<file path="config.mk">
export PLATFORM = sky130hd
export DESIGN_NAME = sensor_tag_mem
export DESIGN_NICKNAME = d
export VERILOG_FILES = /design/src/hdl/tag_mem_pkg.sv /design/src/hdl/sensor_pkg.sv /design/src/hdl/bank_fill_regs.sv /design/src/hdl/mem_access_seq.sv /design/src/hdl/sample_capture.sv /design/src/hdl/readout_ctrl.sv /design/src/hdl/word_serializer.sv /design/src/hdl/sensor_tag_mem.sv
export SDC_FILE = /design/constraint.sdc
export NUM_CORES = 1
export LEC_CHECK = 0
export ABC_AREA = 1
export BUFFER_PORTS_ARGS = -buffer_cell sky130_fd_sc_hd__buf_2
export CAP_MARGIN = 20
export CORE_UTILIZATION = 45
export DETAILED_ROUTE_END_ITERATION = 16
export MAX_ROUTING_LAYER = met4
export REMOVE_ABC_BUFFERS = 1
export SETUP_SLACK_MARGIN = 0.3
export SYNTH_ARGS = -nofsm -noshare
export SYNTH_HDL_FRONTEND = slang
export SYNTH_HIERARCHICAL = 1
export SYNTH_SLANG_ARGS = --single-unit
</file>
<file path="constraint.sdc">
create_clock -name clk -period 3.2 [get_ports clk]
set_clock_uncertainty 0.1 [all_clocks]
set_input_delay 0.64 -clock clk [delete_from_list [all_inputs] [get_ports clk]]
set_output_delay 0.64 -clock clk [all_outputs]
set_load 0.02 [all_outputs]
</file>
<file path="src/hdl/tag_mem_pkg.sv">
// memory macro access types
package tag_mem_pkg;

    typedef logic [15:0] mem_word_t;
    typedef logic [5:0]  mem_addr_t;
    typedef logic [1:0]  mem_bank_t;

    // macro pin bundle, 27 bits
    typedef struct packed {
        mem_bank_t bank;
        mem_addr_t address;
        logic      pc_b;     // precharge, active low
        logic      se;       // sense enable
        logic      we;       // write enable
        mem_word_t wdata;
    } mem_pins_t;

    // one access request, 26 bits
    typedef struct packed {
        logic      valid;
        logic      write;
        mem_bank_t bank;
        mem_addr_t address;
        mem_word_t wdata;
    } mem_req_t;

    typedef enum logic [2:0] {
        seq_idle,
        seq_bank_sel,
        seq_precharge,
        seq_address,
        seq_strobe,
        seq_data,
        seq_release
    } seq_state_t;

endpackage

</file>
<file path="src/hdl/sensor_pkg.sv">
// sensor sample and readout types
package sensor_pkg;

    localparam int num_sensors = 2;

    typedef enum logic {
        sensor_1 = 1'b0,
        sensor_2 = 1'b1
    } sensor_id_t;

    typedef struct packed {
        logic [7:0] timestamp; // upper byte of the stored word
        logic [7:0] adc;
    } sample_t;

    typedef logic [6:0] fill_t; // 0 to 64 words

    typedef enum logic [2:0] {
        rs_idle,
        rs_fetch,
        rs_wait_word,
        rs_drain,
        rs_done
    } rd_state_t;

    // macro bank 2 for sensor_1 and bank 3 for sensor_2
    function automatic logic [1:0] sensor_bank(sensor_id_t id);
        return (id == sensor_1) ? 2'd2 : 2'd3;
    endfunction

endpackage

</file>
<file path="src/hdl/bank_fill_regs.sv">
// sensor bank fill counters
`timescale 1ns/1ps

module bank_fill_regs
    import sensor_pkg::*;
#(
    parameter int bank_depth = 64
) (
    input  logic       clk,
    input  logic       reset,
    input  logic       inc,
    input  logic       dec,
    input  sensor_id_t inc_sensor,
    input  sensor_id_t dec_sensor,
    output fill_t      fill_1,
    output fill_t      fill_2
);

    fill_t fill_q [num_sensors];

    for (genvar i = 0; i < num_sensors; i++) begin : g_cnt
        logic up;
        logic dn;

        // saturate at both ends
        assign up = inc && (inc_sensor == sensor_id_t'(i)) && (fill_q[i] < fill_t'(bank_depth));
        assign dn = dec && (dec_sensor == sensor_id_t'(i)) && (fill_q[i] != '0);

        always_ff @(posedge clk or posedge reset) begin
            if (reset) begin
                fill_q[i] <= '0;
            end else begin
                fill_q[i] <= fill_q[i] + fill_t'(up) - fill_t'(dn);
            end
        end
    end

    assign fill_1 = fill_q[0];
    assign fill_2 = fill_q[1];

endmodule

</file>
<file path="src/hdl/mem_access_seq.sv">
// memory macro access sequencer
`timescale 1ns/1ps

module mem_access_seq
    import tag_mem_pkg::*;
(
    input  logic      clk,
    input  logic      reset,
    input  mem_req_t  wr_req,
    input  mem_req_t  rd_req,
    input  mem_word_t mem_rdata,
    output logic      wr_done,
    output logic      rd_done,
    output mem_word_t rdata_q,
    output mem_pins_t mem_pins
);

    seq_state_t state;
    mem_req_t   cur;
    mem_req_t   next_req;

    assign next_req = wr_req.valid ? wr_req : rd_req; // write wins a tie

    assign wr_done = (state == seq_release) && cur.write;
    assign rd_done = (state == seq_release) && !cur.write;

    always_ff @(posedge clk or posedge reset) begin
        if (reset) begin
            state    <= seq_idle;
            mem_pins <= '{bank: '0, address: '0, pc_b: 1'b1, se: 1'b0, we: 1'b0, wdata: '0};
        end else begin
            case (state)
                seq_idle: begin
                    if (wr_req.valid || rd_req.valid) begin
                        mem_pins.bank <= next_req.bank;
                        state         <= seq_bank_sel;
                    end
                end
                seq_bank_sel: begin
                    mem_pins.pc_b <= 1'b0;
                    state         <= seq_precharge;
                end
                seq_precharge: begin
                    mem_pins.address <= cur.address;
                    mem_pins.wdata   <= cur.wdata;
                    state            <= seq_address;
                end
                seq_address: begin
                    mem_pins.se <= !cur.write;
                    mem_pins.we <= cur.write;
                    state       <= seq_strobe;
                end
                seq_strobe: begin
                    state <= seq_data; // macro output settles here
                end
                seq_data: begin
                    mem_pins.pc_b <= 1'b1;
                    mem_pins.se   <= 1'b0;
                    mem_pins.we   <= 1'b0;
                    state         <= seq_release;
                end
                seq_release: begin
                    state <= seq_idle;
                end
                default: begin
                    state <= seq_idle;
                end
            endcase
        end
    end

    // granted request, held for the whole access
    always_ff @(posedge clk) begin
        if (state == seq_idle) begin
            cur <= next_req;
        end
    end

    // only reads touch rdata_q so a word survives interleaved writes
    always_ff @(posedge clk) begin
        if (state == seq_data && !cur.write) begin
            rdata_q <= mem_rdata;
        end
    end

endmodule

</file>
<file path="src/hdl/sample_capture.sv">
// sensor sample intake
`timescale 1ns/1ps

module sample_capture
    import tag_mem_pkg::*;
    import sensor_pkg::*;
#(
    parameter int bank_depth = 64
) (
    input  logic       clk,
    input  logic       reset,
    input  logic       sample_req,
    input  sensor_id_t sample_sensor,
    input  sample_t    sample,
    input  fill_t      fill_1,
    input  fill_t      fill_2,
    input  logic       wr_done,
    output logic       sample_ack,
    output mem_req_t   wr_req,
    output logic       inc,
    output sensor_id_t inc_sensor
);

    sensor_id_t sensor_q;
    mem_word_t  wdata_q;
    logic       wr_valid;
    logic       req_new;
    fill_t      fill_in;
    fill_t      fill_cur;

    assign fill_in  = (sample_sensor == sensor_1) ? fill_1 : fill_2;
    assign fill_cur = (sensor_q == sensor_1) ? fill_1 : fill_2;
    assign req_new  = sample_req && !sample_ack && !wr_valid;

    // address follows the live count so a readout in between cannot leave a hole
    assign wr_req = '{
        valid:   wr_valid,
        write:   1'b1,
        bank:    sensor_bank(sensor_q),
        address: fill_cur[5:0],
        wdata:   wdata_q
    };

    assign inc        = wr_valid && wr_done;
    assign inc_sensor = sensor_q;

    always_ff @(posedge clk or posedge reset) begin
        if (reset) begin
            sample_ack <= 1'b0;
            wr_valid   <= 1'b0;
        end else if (req_new) begin
            if (fill_in >= fill_t'(bank_depth)) begin
                sample_ack <= 1'b1; // bank full, drop it
            end else begin
                wr_valid <= 1'b1;
            end
        end else if (inc) begin
            wr_valid   <= 1'b0;
            sample_ack <= 1'b1;
        end else if (sample_ack && !sample_req) begin
            sample_ack <= 1'b0;
        end
    end

    always_ff @(posedge clk) begin
        if (req_new) begin
            sensor_q <= sample_sensor;
            wdata_q  <= {sample.timestamp, sample.adc};
        end
    end

endmodule

</file>
<file path="src/hdl/readout_ctrl.sv">
// sensor bank readout control
`timescale 1ns/1ps

module readout_ctrl
    import tag_mem_pkg::*;
    import sensor_pkg::*;
#(
    parameter int bank_depth = 64
) (
    input  logic       clk,
    input  logic       reset,
    input  logic       read_req,
    input  sensor_id_t read_sensor,
    input  fill_t      fill_1,
    input  fill_t      fill_2,
    input  logic       rd_done,
    input  mem_word_t  rdata_q,
    input  logic       ser_ready,
    output logic       read_ack,
    output mem_req_t   rd_req,
    output logic       dec,
    output sensor_id_t dec_sensor,
    output logic       ser_load,
    output mem_word_t  ser_word
);

    rd_state_t  state;
    sensor_id_t sensor_q;
    logic       rd_valid;
    logic       have_word;
    fill_t      words_q;
    logic [3:0] drain_cnt;
    fill_t      fill_cur;
    fill_t      rd_ptr;

    assign fill_cur = (sensor_q == sensor_1) ? fill_1 : fill_2;
    assign rd_ptr   = fill_cur - fill_t'(1); // newest word first

    assign rd_req = '{
        valid:   rd_valid,
        write:   1'b0,
        bank:    sensor_bank(sensor_q),
        address: rd_ptr[5:0],
        wdata:   '0
    };

    assign dec        = rd_done;
    assign dec_sensor = sensor_q;
    assign ser_load   = (state == rs_wait_word) && have_word && ser_ready;
    assign ser_word   = rdata_q; // stable until our next read

    always_ff @(posedge clk or posedge reset) begin
        if (reset) begin
            state     <= rs_idle;
            sensor_q  <= sensor_1;
            rd_valid  <= 1'b0;
            have_word <= 1'b0;
            words_q   <= '0;
            drain_cnt <= '0;
            read_ack  <= 1'b0;
        end else begin
            case (state)
                rs_idle: begin
                    if (read_req && !read_ack) begin
                        sensor_q <= read_sensor;
                        words_q  <= '0;
                        state    <= rs_fetch;
                    end
                end
                rs_fetch: begin
                    // cap at one bank's worth even if samples keep arriving
                    if (fill_cur == '0 || words_q == fill_t'(bank_depth)) begin
                        drain_cnt <= '0;
                        state     <= rs_drain;
                    end else begin
                        rd_valid <= 1'b1;
                        state    <= rs_wait_word;
                    end
                end
                rs_wait_word: begin
                    if (rd_done) begin
                        rd_valid  <= 1'b0;
                        have_word <= 1'b1;
                    end
                    if (ser_load) begin
                        have_word <= 1'b0;
                        words_q   <= words_q + fill_t'(1);
                        state     <= rs_fetch;
                    end
                end
                rs_drain: begin
                    // holding register empty, so at most one word is left shifting
                    if (ser_ready) begin
                        drain_cnt <= drain_cnt + 4'd1;
                        if (drain_cnt == 4'd15) begin
                            read_ack <= 1'b1;
                            state    <= rs_done;
                        end
                    end
                end
                rs_done: begin
                    if (!read_req) begin
                        read_ack <= 1'b0;
                        state    <= rs_idle;
                    end
                end
                default: begin
                    state <= rs_idle;
                end
            endcase
        end
    end

endmodule

</file>
<file path="src/hdl/word_serializer.sv">
// word to bit serializer
`timescale 1ns/1ps

module word_serializer
    import tag_mem_pkg::*;
(
    input  logic      clk,
    input  logic      reset,
    input  logic      load,
    input  mem_word_t word,
    output logic      ready,
    output logic      tx_bit,
    output logic      tx_valid,
    output logic      busy
);

    mem_word_t  shift_q;
    mem_word_t  hold_q;
    logic       hold_full;
    logic       active;
    logic [3:0] bit_cnt;
    logic       free;

    assign free     = !active || (bit_cnt == 4'd15); // shifter empty next cycle
    assign ready    = !hold_full;
    assign tx_bit   = shift_q[0]; // lsb first
    assign tx_valid = active;
    assign busy     = active || hold_full;

    always_ff @(posedge clk or posedge reset) begin
        if (reset) begin
            active    <= 1'b0;
            hold_full <= 1'b0;
            bit_cnt   <= '0;
        end else if (free) begin
            active    <= hold_full || load;
            hold_full <= 1'b0;
            bit_cnt   <= '0;
        end else begin
            bit_cnt <= bit_cnt + 4'd1;
            if (load) begin
                hold_full <= 1'b1;
            end
        end
    end

    always_ff @(posedge clk) begin
        if (free) begin
            shift_q <= hold_full ? hold_q : word;
        end else begin
            shift_q <= shift_q >> 1;
            if (load) begin
                hold_q <= word;
            end
        end
    end

endmodule

</file>
<file path="src/hdl/sensor_tag_mem.sv">
// sensor tag memory top
`timescale 1ns/1ps

module sensor_tag_mem
    import tag_mem_pkg::*;
    import sensor_pkg::*;
#(
    parameter int bank_depth = 64
) (
    input  logic       clk,
    input  logic       reset,
    input  logic       sample_req,
    input  sensor_id_t sample_sensor,
    input  sample_t    sample,
    input  logic       read_req,
    input  sensor_id_t read_sensor,
    input  mem_word_t  mem_rdata,
    output logic       sample_ack,
    output logic       read_ack,
    output logic       tx_bit,
    output logic       tx_valid,
    output mem_pins_t  mem_pins
);

    mem_req_t   wr_req;
    mem_req_t   rd_req;
    logic       wr_done;
    logic       rd_done;
    mem_word_t  rdata_q;
    fill_t      fill_1;
    fill_t      fill_2;
    logic       inc;
    logic       dec;
    sensor_id_t inc_sensor;
    sensor_id_t dec_sensor;
    logic       ser_load;
    logic       ser_ready;
    mem_word_t  ser_word;

    bank_fill_regs #(.bank_depth(bank_depth)) u_fill (
        .clk, .reset, .inc, .dec, .inc_sensor, .dec_sensor, .fill_1, .fill_2
    );

    mem_access_seq u_seq (
        .clk, .reset, .wr_req, .rd_req, .mem_rdata, .wr_done, .rd_done, .rdata_q, .mem_pins
    );

    sample_capture #(.bank_depth(bank_depth)) u_capture (
        .clk, .reset, .sample_req, .sample_sensor, .sample, .fill_1, .fill_2,
        .wr_done, .sample_ack, .wr_req, .inc, .inc_sensor
    );

    readout_ctrl #(.bank_depth(bank_depth)) u_readout (
        .clk, .reset, .read_req, .read_sensor, .fill_1, .fill_2, .rd_done, .rdata_q,
        .ser_ready, .read_ack, .rd_req, .dec, .dec_sensor, .ser_load, .ser_word
    );

    word_serializer u_ser (
        .clk,
        .reset,
        .load     (ser_load),
        .word     (ser_word),
        .ready    (ser_ready),
        .tx_bit,
        .tx_valid,
        .busy     ()      // readout paces its drain off ready
    );

endmodule

</file>
# ---- Word level (Yosys, flattened, before mapping)
# Cells that the tools add are included.
dict set report word_totals {
  elab_cells 167
  register_bits 158
  in_bits 38
  output_inout_bits 31
}
dict set report classes {
  reduce_logical 55
  n_addsub 8
  muxes 44
  n_bitwise 3
  magnitude_cmp 3
  eq_ne 24
}
# op n
set ops {}
lappend ops {{7-bit two-way mux} 4}
lappend ops {{25-bit two-way mux} 1}
lappend ops {{1-bit two-way mux} 19}
lappend ops {{1-bit logical AND} 18}
lappend ops {{3-bit two-way mux} 6}
lappend ops {{3-bit one-hot mux with 6 select lines} 1}
lappend ops {{2-bit nonzero test} 9}
lappend ops {{16-bit two-way mux} 1}
lappend ops {{15-bit two-way mux} 1}
lappend ops {{3-bit one-hot mux with 5 select lines} 1}
lappend ops {{7-bit by 1-bit adder with 7-bit output} 2}
lappend ops {{7-bit less-than comparator, second input constant} 2}
lappend ops {{7-bit one-hot mux with 2 select lines} 1}
lappend ops {{7-bit nonzero test} 2}
lappend ops {{7-bit by 1-bit subtractor with 7-bit output} 2}
lappend ops {{3-bit by 2-bit equality test with 1-bit output, second input constant} 4}
lappend ops {{3-bit equality test, second input constant} 4}
lappend ops {{4-bit two-way mux} 3}
lappend ops {{2-bit != test, second input constant} 6}
lappend ops {{2-bit AND reduction} 6}
lappend ops {{2-bit by 1-bit != test with 1-bit output, second input constant} 5}
lappend ops {{3-bit AND reduction} 3}
lappend ops {{4-bit by 1-bit adder with 4-bit output, second input constant} 2}
lappend ops {{4-bit equality test, second input constant} 2}
lappend ops {{other kinds (17)} 32}

# ---- Depth between registers and ports, before layout
# Gate-level depths: netlist of the first run.
dict set report logic_depth {
  word_depth 7
  depth_mapped 18
  mapped_depth_nobuf 17
}

# ---- By module
# Netlist of the first run, hierarchy kept.
# module area_each_um2 seq_area_each_um2 cells_each n_inst
set by_module_without_submodules {}
lappend by_module_without_submodules {mem_access_seq 2850.2 1923.1 262 1}
lappend by_module_without_submodules {readout_ctrl 1596.5 450.4 206 1}
lappend by_module_without_submodules {word_serializer 1511.4 950.9 162 1}
lappend by_module_without_submodules {bank_fill_regs 1059.8 350.3 134 1}
lappend by_module_without_submodules {sample_capture 773.2 560.5 66 1}

# ---- Least setup slack after synthesis of the first run
# Ideal clock, no wire load.
dict set report synth_timing {
  path_type {reg2reg}
  from {register u_seq.state[0]}
  to {register u_fill.fill_q (netlist bit u_fill/fill_1[4])}
  slack_ns 0.707
  stages_incl_launch_ff 16
  path_buffers 2
  t_arrival_ns 2.270
  period_less_slack_ns 2.493
  setup_ns 0.122
  required_time_ns 2.978
  path_cell_list {dfrtp_1 -> buf_6 -> nor3_1 -> buf_4 -> inv_1 -> nor3_1 -> ha_1 -> inv_1 -> ha_1 -> inv_1 -> fa_1 -> inv_1 -> nand2_1 -> nand2_1 -> nand2_1 -> xor2_1}
}
dict set report synth_between {
  word_cells_on_any_way 10
  cone_classes {add/sub: 2; eq/ne: 1; reduce/logical: 7}
}
# element line
set synth_rtl {}
lappend synth_rtl {{start: declaration} mem_access_seq.sv:18} ;# seq_state_t state;
lappend synth_rtl {{start signal: assignment} mem_access_seq.sv:29} ;# state <= seq_idle;
lappend synth_rtl {{start signal: assignment} mem_access_seq.sv:36} ;# state <= seq_bank_sel;
lappend synth_rtl {{start signal: assignment} mem_access_seq.sv:41} ;# state <= seq_precharge;
lappend synth_rtl {{3-bit equality test} mem_access_seq.sv:25} ;# assign rd_done = (state == seq_release) && !cur.write;
lappend synth_rtl {{1-bit logical AND} mem_access_seq.sv:25}
lappend synth_rtl {{via rd_done} sensor_tag_mem.sv:28} ;# logic rd_done;
lappend synth_rtl {{1-bit logical AND (2 in a row)} bank_fill_regs.sv:27} ;# assign dn = dec && (dec_sensor == sensor_id_t'(i)) && (fill_q[i] != '0);
lappend synth_rtl {{7-bit by 1-bit subtractor with 7-bit output} bank_fill_regs.sv:33} ;# fill_q[i] <= fill_q[i] + fill_t'(up) - fill_t'(dn);
lappend synth_rtl {{end signal: indexed assignment} bank_fill_regs.sv:33}
lappend synth_rtl {{end: declaration} bank_fill_regs.sv:19} ;# fill_t fill_q [num_sensors];
# The timed path passes the listed nets, and every way through them passes these cells.
# A chain may end at the register's enable or synchronous reset.

# ---- Worst setup path after layout of the first run
dict set report layout_timing {
  from {register u_seq.state[2]}
  to {register u_fill.fill_q (netlist bit u_fill/fill_2[6])}
}
# The elaborated chain is that of the path after synthesis.

==> impl_metrics.yaml, run 1 <==
outcome:
  outcome: "finished, final reports clean"
logic_synthesis:
  netlist_area_mm2: 0.00778
  yosysWarningCount: 6
  syn_avg_cell_area_um2: 9.39
  syn_inst: 829
finish:
  stdcell_count: 1114
  n_antenna_cell: 0
  finalNetCount: 944
  syn2layout_area_growth_pct: 11.9
  fillers: 1582
  layout-drive-gt1-share_pct: 19.6
route:
  wl_met2_mm: 6.43
  top_layer: "met4"
  post_drt_wl_per_cell_um: 12.3
  drt-met1-wl_mm: 6.59
  totalWireLength_mm: 13.7
  drt_iter0_markers: 176
  drt_pass1_iterations: 6
  drcViolationCount: 0
  vias: 5047
  wl_met3_um: 503
  via_per_inst: 4.53
  ant_nets: 0
placed_design:
  dpl.cell_count: 1082
  place.gp.congestion: 0.840
  hpwlAfterDp_mm: 9.64
  io_buffers: 68
floorplan:
  start_util_pct: 46.5
  dieArea_mm2: 0.0178
  pin_count: 69
  chipHeight_um: 134
  die_x_um: 134
  rows: 47
  core_mm2: 0.0168
setup_path:
  setup.worst_path.start: "u_seq/state[2]"
  cpPeakStageDelay_ns: 0.41
  cp_max_fo: 4
  cp-start-kind: "register"
  r2r-end: "u_fill/fill_2[6]"
  crit_slowest_cell: "dfrtp_1"
  r2r_start: "u_seq/state[2]"
  rr_worst_depth: 15
  cp.required_ns: 3.42
  critPathCapture: "u_fill/fill_2[6]"
  endpoint_kind: "register"
  reg2reg_setup_slack_ns: 0.65
  worstSetupPathType: "register to register"
  crit_top_cell: "nand2_1"
  path_cells: "nand2_1 -> nor3_2 -> nand2_1 -> a41oi_1 -> ha_1 -> inv_1 -> ha_1 -> inv_1 -> fa_1 -> inv_1 -> nand2_1 -> nand2_1 -> nand3_1 -> nand3_1 -> nand2_1"
  cp.arrival_ns: 2.77
timing:
  slew_headroom_pct: 53.7
  slew_viol_final: 0
  finalSetupViolations: 0
  fin_crit_ns: 2.55
  worst_slew_pin_slew_ns: 0.693
  setup_tns_ns: 0
  fin_crit_sh_pct: 79.8
  finalHoldViolations: 0
  rsz0062_at_grt: "false"
  fmax_ghz: 0.392
cts:
  cts_buffers: 17
  tritoncts: "built"
  cts_max_level: 4
  ctsResizeCount: 0
  clockRootBuffer: "clkbuf_16"
  clock_latency_ns: 0.42
  postCtsSetupBuffers: 0
  path_clk_slew_ns: 0.06
  cts_hold_buf: 0
  cts_buffer_depth: 2
  cts_sinks: 158
run:
  drv_cap: 0
global_route:
  first_global_vias: 4730
  grt_use_total_pct: 17.2
  grt_max_degree: 45
  overflow: 0
  grt_pass1_wl_mm: 23.0
  antenna_found_initial: 0
power_and_ir_drop:
  peakVddDrop_mv: 0.474
  p_leak_uw: 0.00430
  powerDensity_mw_per_mm2: 1020
worst_hold_path:
  hp-class: "input pin to async pin"
power breakdown:
group / internal [uW] / switching, uW
registers: 2910 / 425
clock network: 1300 / 804
logic: 1240 / 2240
critical path, delay by kind of cell, from the launching register on:
family,cells,cell delay [ns]
AOI/OAI and AO/OA,1,0.18
adders and majority gates,3,0.80
buffers and inverters,3,0.18
DFF,1,0.41
and+or+nand+nor,8,0.77
how the worst min path moves through the flow:
stage / from / endpoint / slack, ns / depth (start not counted)
5_1_grt: reset / u_capture/wr_valid / 0.03 / 2
6_report: reset / u_seq/mem_pins[26] / 0.03 / 2
2_1_floorplan: reset / u_capture/sample_ack / 0.28 / 1
3_3_place_gp: u_seq/rdata_q[9] / u_ser/hold_q[9] / 0.33 / 0
4_1_cts: reset / u_seq/mem_pins[26] / 0.01 / 2
3_5_place_dp: u_seq/rdata_q[10] / u_ser/hold_q[10] / 0.33 / 0
registers in the layout (all words and copies together), names as in the netlist, 3 cells and up:
signal and count:
u_readout/drain_cnt 4, u_ser/shift_q 16, u_fill/fill_1 7, u_capture/wdata_q 16, u_seq/cur 23, u_seq/mem_pins 27
u_seq/state 3, u_readout/state 3, u_fill/fill_2 7, u_ser/bit_cnt 4, u_ser/hold_q 16, u_readout/words_q 7
u_seq/rdata_q 16
cells in the final DEF, fill, tap and decap left out, types with 4 or more instances in the layout:
cell and count:
xor2_1 9, o21ai_2 22, ha_1 23, dfrtp_1 69, dfxtp_1 16, nor2_4 4, inv_1 103, o21ai_0 13
nand2_2 10, inv_2 8, buf_2 68, buf_4 9, o21ai_1 8, nand4_1 7, conb_1 20, clkbuf_16 18
nand2_1 271, a21oi_1 11, edfxtp_1 72, nand3_1 46, nand2_4 5, nor2_1 29, clkinv_4 4, nor3_1 6
xnor2_1 4
routing by layer:
metal	global-route usage, %	up-vias
li1	-	2665
met5	-	-
met1	22.0	2282
met2	26.9	80
met4	5.74	0
met3	4.26	20
through the flow:
stage | cell area, um2 | power [uW] | hold WS (ns) | setup WS, ns | util, %
4_1_cts | 8700 | 9030 | 0.0138 | 0.512 | 51.9
3_5_place_dp | 8070 | 6900 | 0.333 | 0.514 | 48.2
6_report | 8710 | 8920 | 0.0328 | 0.648 | 52.0
3_3_place_gp | 8070 | 6840 | 0.330 | 0.561 | 48.2
5_1_grt | 8710 | 9670 | 0.0326 | 0.352 | 52.0
2_1_floorplan | 7370 | 5930 | 0.281 | 0.663 | -
layout make-up:
cell class	instances	area, um2	share of cell area, %
sequential	158	4240	48.6
multi-input combinational	513	2700	31.0
clock buffer	20	468	5.37
inverter	113	439	5.04
timing repair buffer	78	428	4.91
tap	220	275	3.16
clock inverter	12	159	1.82
Note: power is estimated with default switching activity, not from simulation.
==> inputs of run 2 (changes only) <==
--- a/config.mk
+++ b/config.mk
@@ -5,12 +5,13 @@
 export SDC_FILE = /design/constraint.sdc
 export NUM_CORES = 1
 export LEC_CHECK = 0
-export ABC_AREA = 1
+export ABC_AREA = 0
 export BUFFER_PORTS_ARGS = -buffer_cell sky130_fd_sc_hd__buf_2
 export CAP_MARGIN = 20
 export CORE_UTILIZATION = 45
 export DETAILED_ROUTE_END_ITERATION = 16
 export MAX_ROUTING_LAYER = met4
+export PLACE_DENSITY = 0.66
 export REMOVE_ABC_BUFFERS = 1
 export SETUP_SLACK_MARGIN = 0.3
 export SYNTH_ARGS = -nofsm -noshare
==> constraint.sdc (replaced) <==
create_clock -name clk -period 2.1 [get_ports clk]
set_clock_uncertainty 0.1 [all_clocks]
set_input_delay 0.42 -clock clk [delete_from_list [all_inputs] [get_ports clk]]
set_output_delay 0.42 -clock clk [all_outputs]
set_load 0.02 [all_outputs]
==> impl_metrics.yaml, run 2 <==
timing:
  fmax_ghz: 0.365
  finalHoldViolations: 0
  fin_crit_ns: 2.74
  rsz0062_at_grt: "true"
  slew_headroom_pct: 52.4
  whs_ns: 0.0635
  setup_ws_ns: -0.643
  finalSetupViolations: 13
  worst_slew_pin_slew_ns: 0.714
  fin_crit_sh_pct: 131
  slew_viol_final: 0
setup_path:
  setup.worst_path.start: "u_seq/state[0]"
  r2r_start: "u_seq/state[0]"
  cp.required_ns: 2.35
  path_cells: "nand2b_4 -> nor2_4 -> and2_4 -> or3b_4 -> ha_4 -> inv_2 -> ha_4 -> buf_6 -> buf_6 -> buf_6 -> a211oi_2 -> o31ai_1 -> a21oi_1 -> xor2_1"
  rr_worst_depth: 14
  worstSetupPathType: "register to register"
  endpoint_kind: "register"
  crit_slowest_cell: "or3b_4"
  cp_max_fo: 2
  r2r-end: "u_fill/fill_1[5]"
  crit_top_cell: "buf_6"
  cp.arrival_ns: 3.00
  critPathTopFamily: "simple AND/OR/NAND/NOR gates"
  path_depth: 14
  critPathCapture: "u_fill/fill_1[5]"
  reg2reg_setup_slack_ns: -0.64
  cp-start-kind: "register"
  cpPeakStageDelay_ns: 0.39
  path_buf_inv: 4
global_route:
  grt_use_total_pct: 17.9
  grt_max_degree: 34
  antenna_found_initial: 0
  grt_pass1_wl_mm: 23.4
  overflow: 0
  first_global_vias: 4763
route:
  vias: 4558
  post_drt_wl_per_cell_um: 15.8
  totalWireLength_mm: 14.4
  ant_nets: 0
  drt_iter0_markers: 233
  via_per_inst: 5.00
  drcViolationCount: 0
  drt_pass1_iterations: 4
logic_synthesis:
  syn_inst: 562
  yosysWarningCount: 6
  syn_avg_cell_area_um2: 13.5
  netlist_area_mm2: 0.00760
finish:
  layout-drive-gt1-share_pct: 44.9
  finalNetCount: 741
  register_area_mm2: 0.00424
  layout_common_cells: "edfxtp_1, buf_2, dfrtp_1"
  final_common_cell: "edfxtp_1"
  largest_register: "u_seq/mem_pins"
  syn2layout_area_growth_pct: 21.6
  largestRegisters: "u_seq/mem_pins (27), u_seq/cur (23)"
  largest_register_ffs: 27
  multi_input_area_mm2: 0.00309
  fillers: 1337
  n_antenna_cell: 0
power_and_ir_drop:
  peakVddDrop_mv: 0.884
  p_leak_uw: 0.00395
  powerDensity_mw_per_mm2: 1620
  p_total_uw: 15000
cts:
  cts_sinks: 158
  cts_buffer_depth: 2
  path_clk_slew_ns: 0.06
  cts_max_level: 4
  clockRootBuffer: "clkbuf_16"
  clock_latency_ns: 0.43
  cts_buffers: 17
  tritoncts: "built"
run:
  drv_cap: 0
floorplan:
  core_mm2: 0.0165
  start_util_pct: 46.0
  chipHeight_um: 132
  die_x_um: 132
  pin_count: 69
  dieArea_mm2: 0.0174
  rows: 47
placed_design:
  place.gp.congestion: 0.835
  io_buffers: 68
  hpwlAfterDp_mm: 9.89
outcome:
  violations: "setup timing"
  outcome: "complete, but fails checks"
worst_hold_path:
  hp-class: "input pin to register"
## run 2: cell type report
type	count	area share, %
clock buffer	19	4.80
clock inverter	13	1.12
inverter	34	1.41
multi-input combinational	330	33.5
sequential	158	45.9
tap	220	2.98
timing repair buffer	137	10.3
## run 2: per-stage QoR
step | setup WS, ns | utilization [%] | area [um2] | std cells | setup TNS [ns]
floorplan | -1.21 | - | 7210 | 522 | -9.56
finish | -0.643 | 55.9 | 9240 | 911 | -4.87
detailed placement | -0.953 | 50.1 | 8280 | 866 | -6.94
global route | -0.703 | 55.9 | 9240 | 911 | -6.00
global placement | -0.878 | 50.1 | 8280 | 866 | -6.35
CTS | -0.650 | 54.9 | 9070 | 907 | -4.74
## run 2: timing repair
item,in CTS,in global routing
buffers inserted,8,3
hold buffers,1,0
gates resized for setup,39,29
hold endpoints to repair,10,0
setup endpoints to repair,41,43
cloned,0,1
pin swaps,16,11
## run 2: worst register-to-register path, cell delays in order (launching register included)
cell and delay [ns]:
dfrtp_1 0.38, nand2b_4 0.15, nor2_4 0.09, and2_4 0.14
or3b_4 0.39, ha_4 0.27, inv_2 0.04, ha_4 0.16
buf_6 0.11, buf_6 0.10, buf_6 0.10, a211oi_2 0.18
o31ai_1 0.09, a21oi_1 0.20, xor2_1 0.17
## run 2: metal layers
metal  track usage [%]  part of all wire (%)
met5                 -                     0
met4              7.04                   2.3
met3              4.38                   3.7
met1              21.1                    44
met2              29.3                    50
## run 2: worst min path at each step
stage	startpoint	end	slack, ns	cells past startpoint
floorplan	reset	u_capture/sample_ack	0.06	1
global placement	reset	u_capture/sample_ack	0.25	2
detailed placement	reset	u_capture/wr_valid	0.25	2
CTS	sample[12]	u_capture/wdata_q[12]	0.04	1
global route	sample[12]	u_capture/wdata_q[12]	0.04	1
finish	sample[12]	u_capture/wdata_q[12]	0.06	1
## run 2: report_power, final
| group | switching, uW | total (uW) | internal, uW | leakage [uW] |
|---|---|---|---|---|
| Sequential | 643 | 5180 | 4540 | 0.00162 |
| Combinational | 3340 | 6950 | 3610 | 0.00206 |
| Clock | 1270 | 2840 | 1570 | 0.000271 |
| Total | 5260 | 15000 | 9710 | 0.00396 |
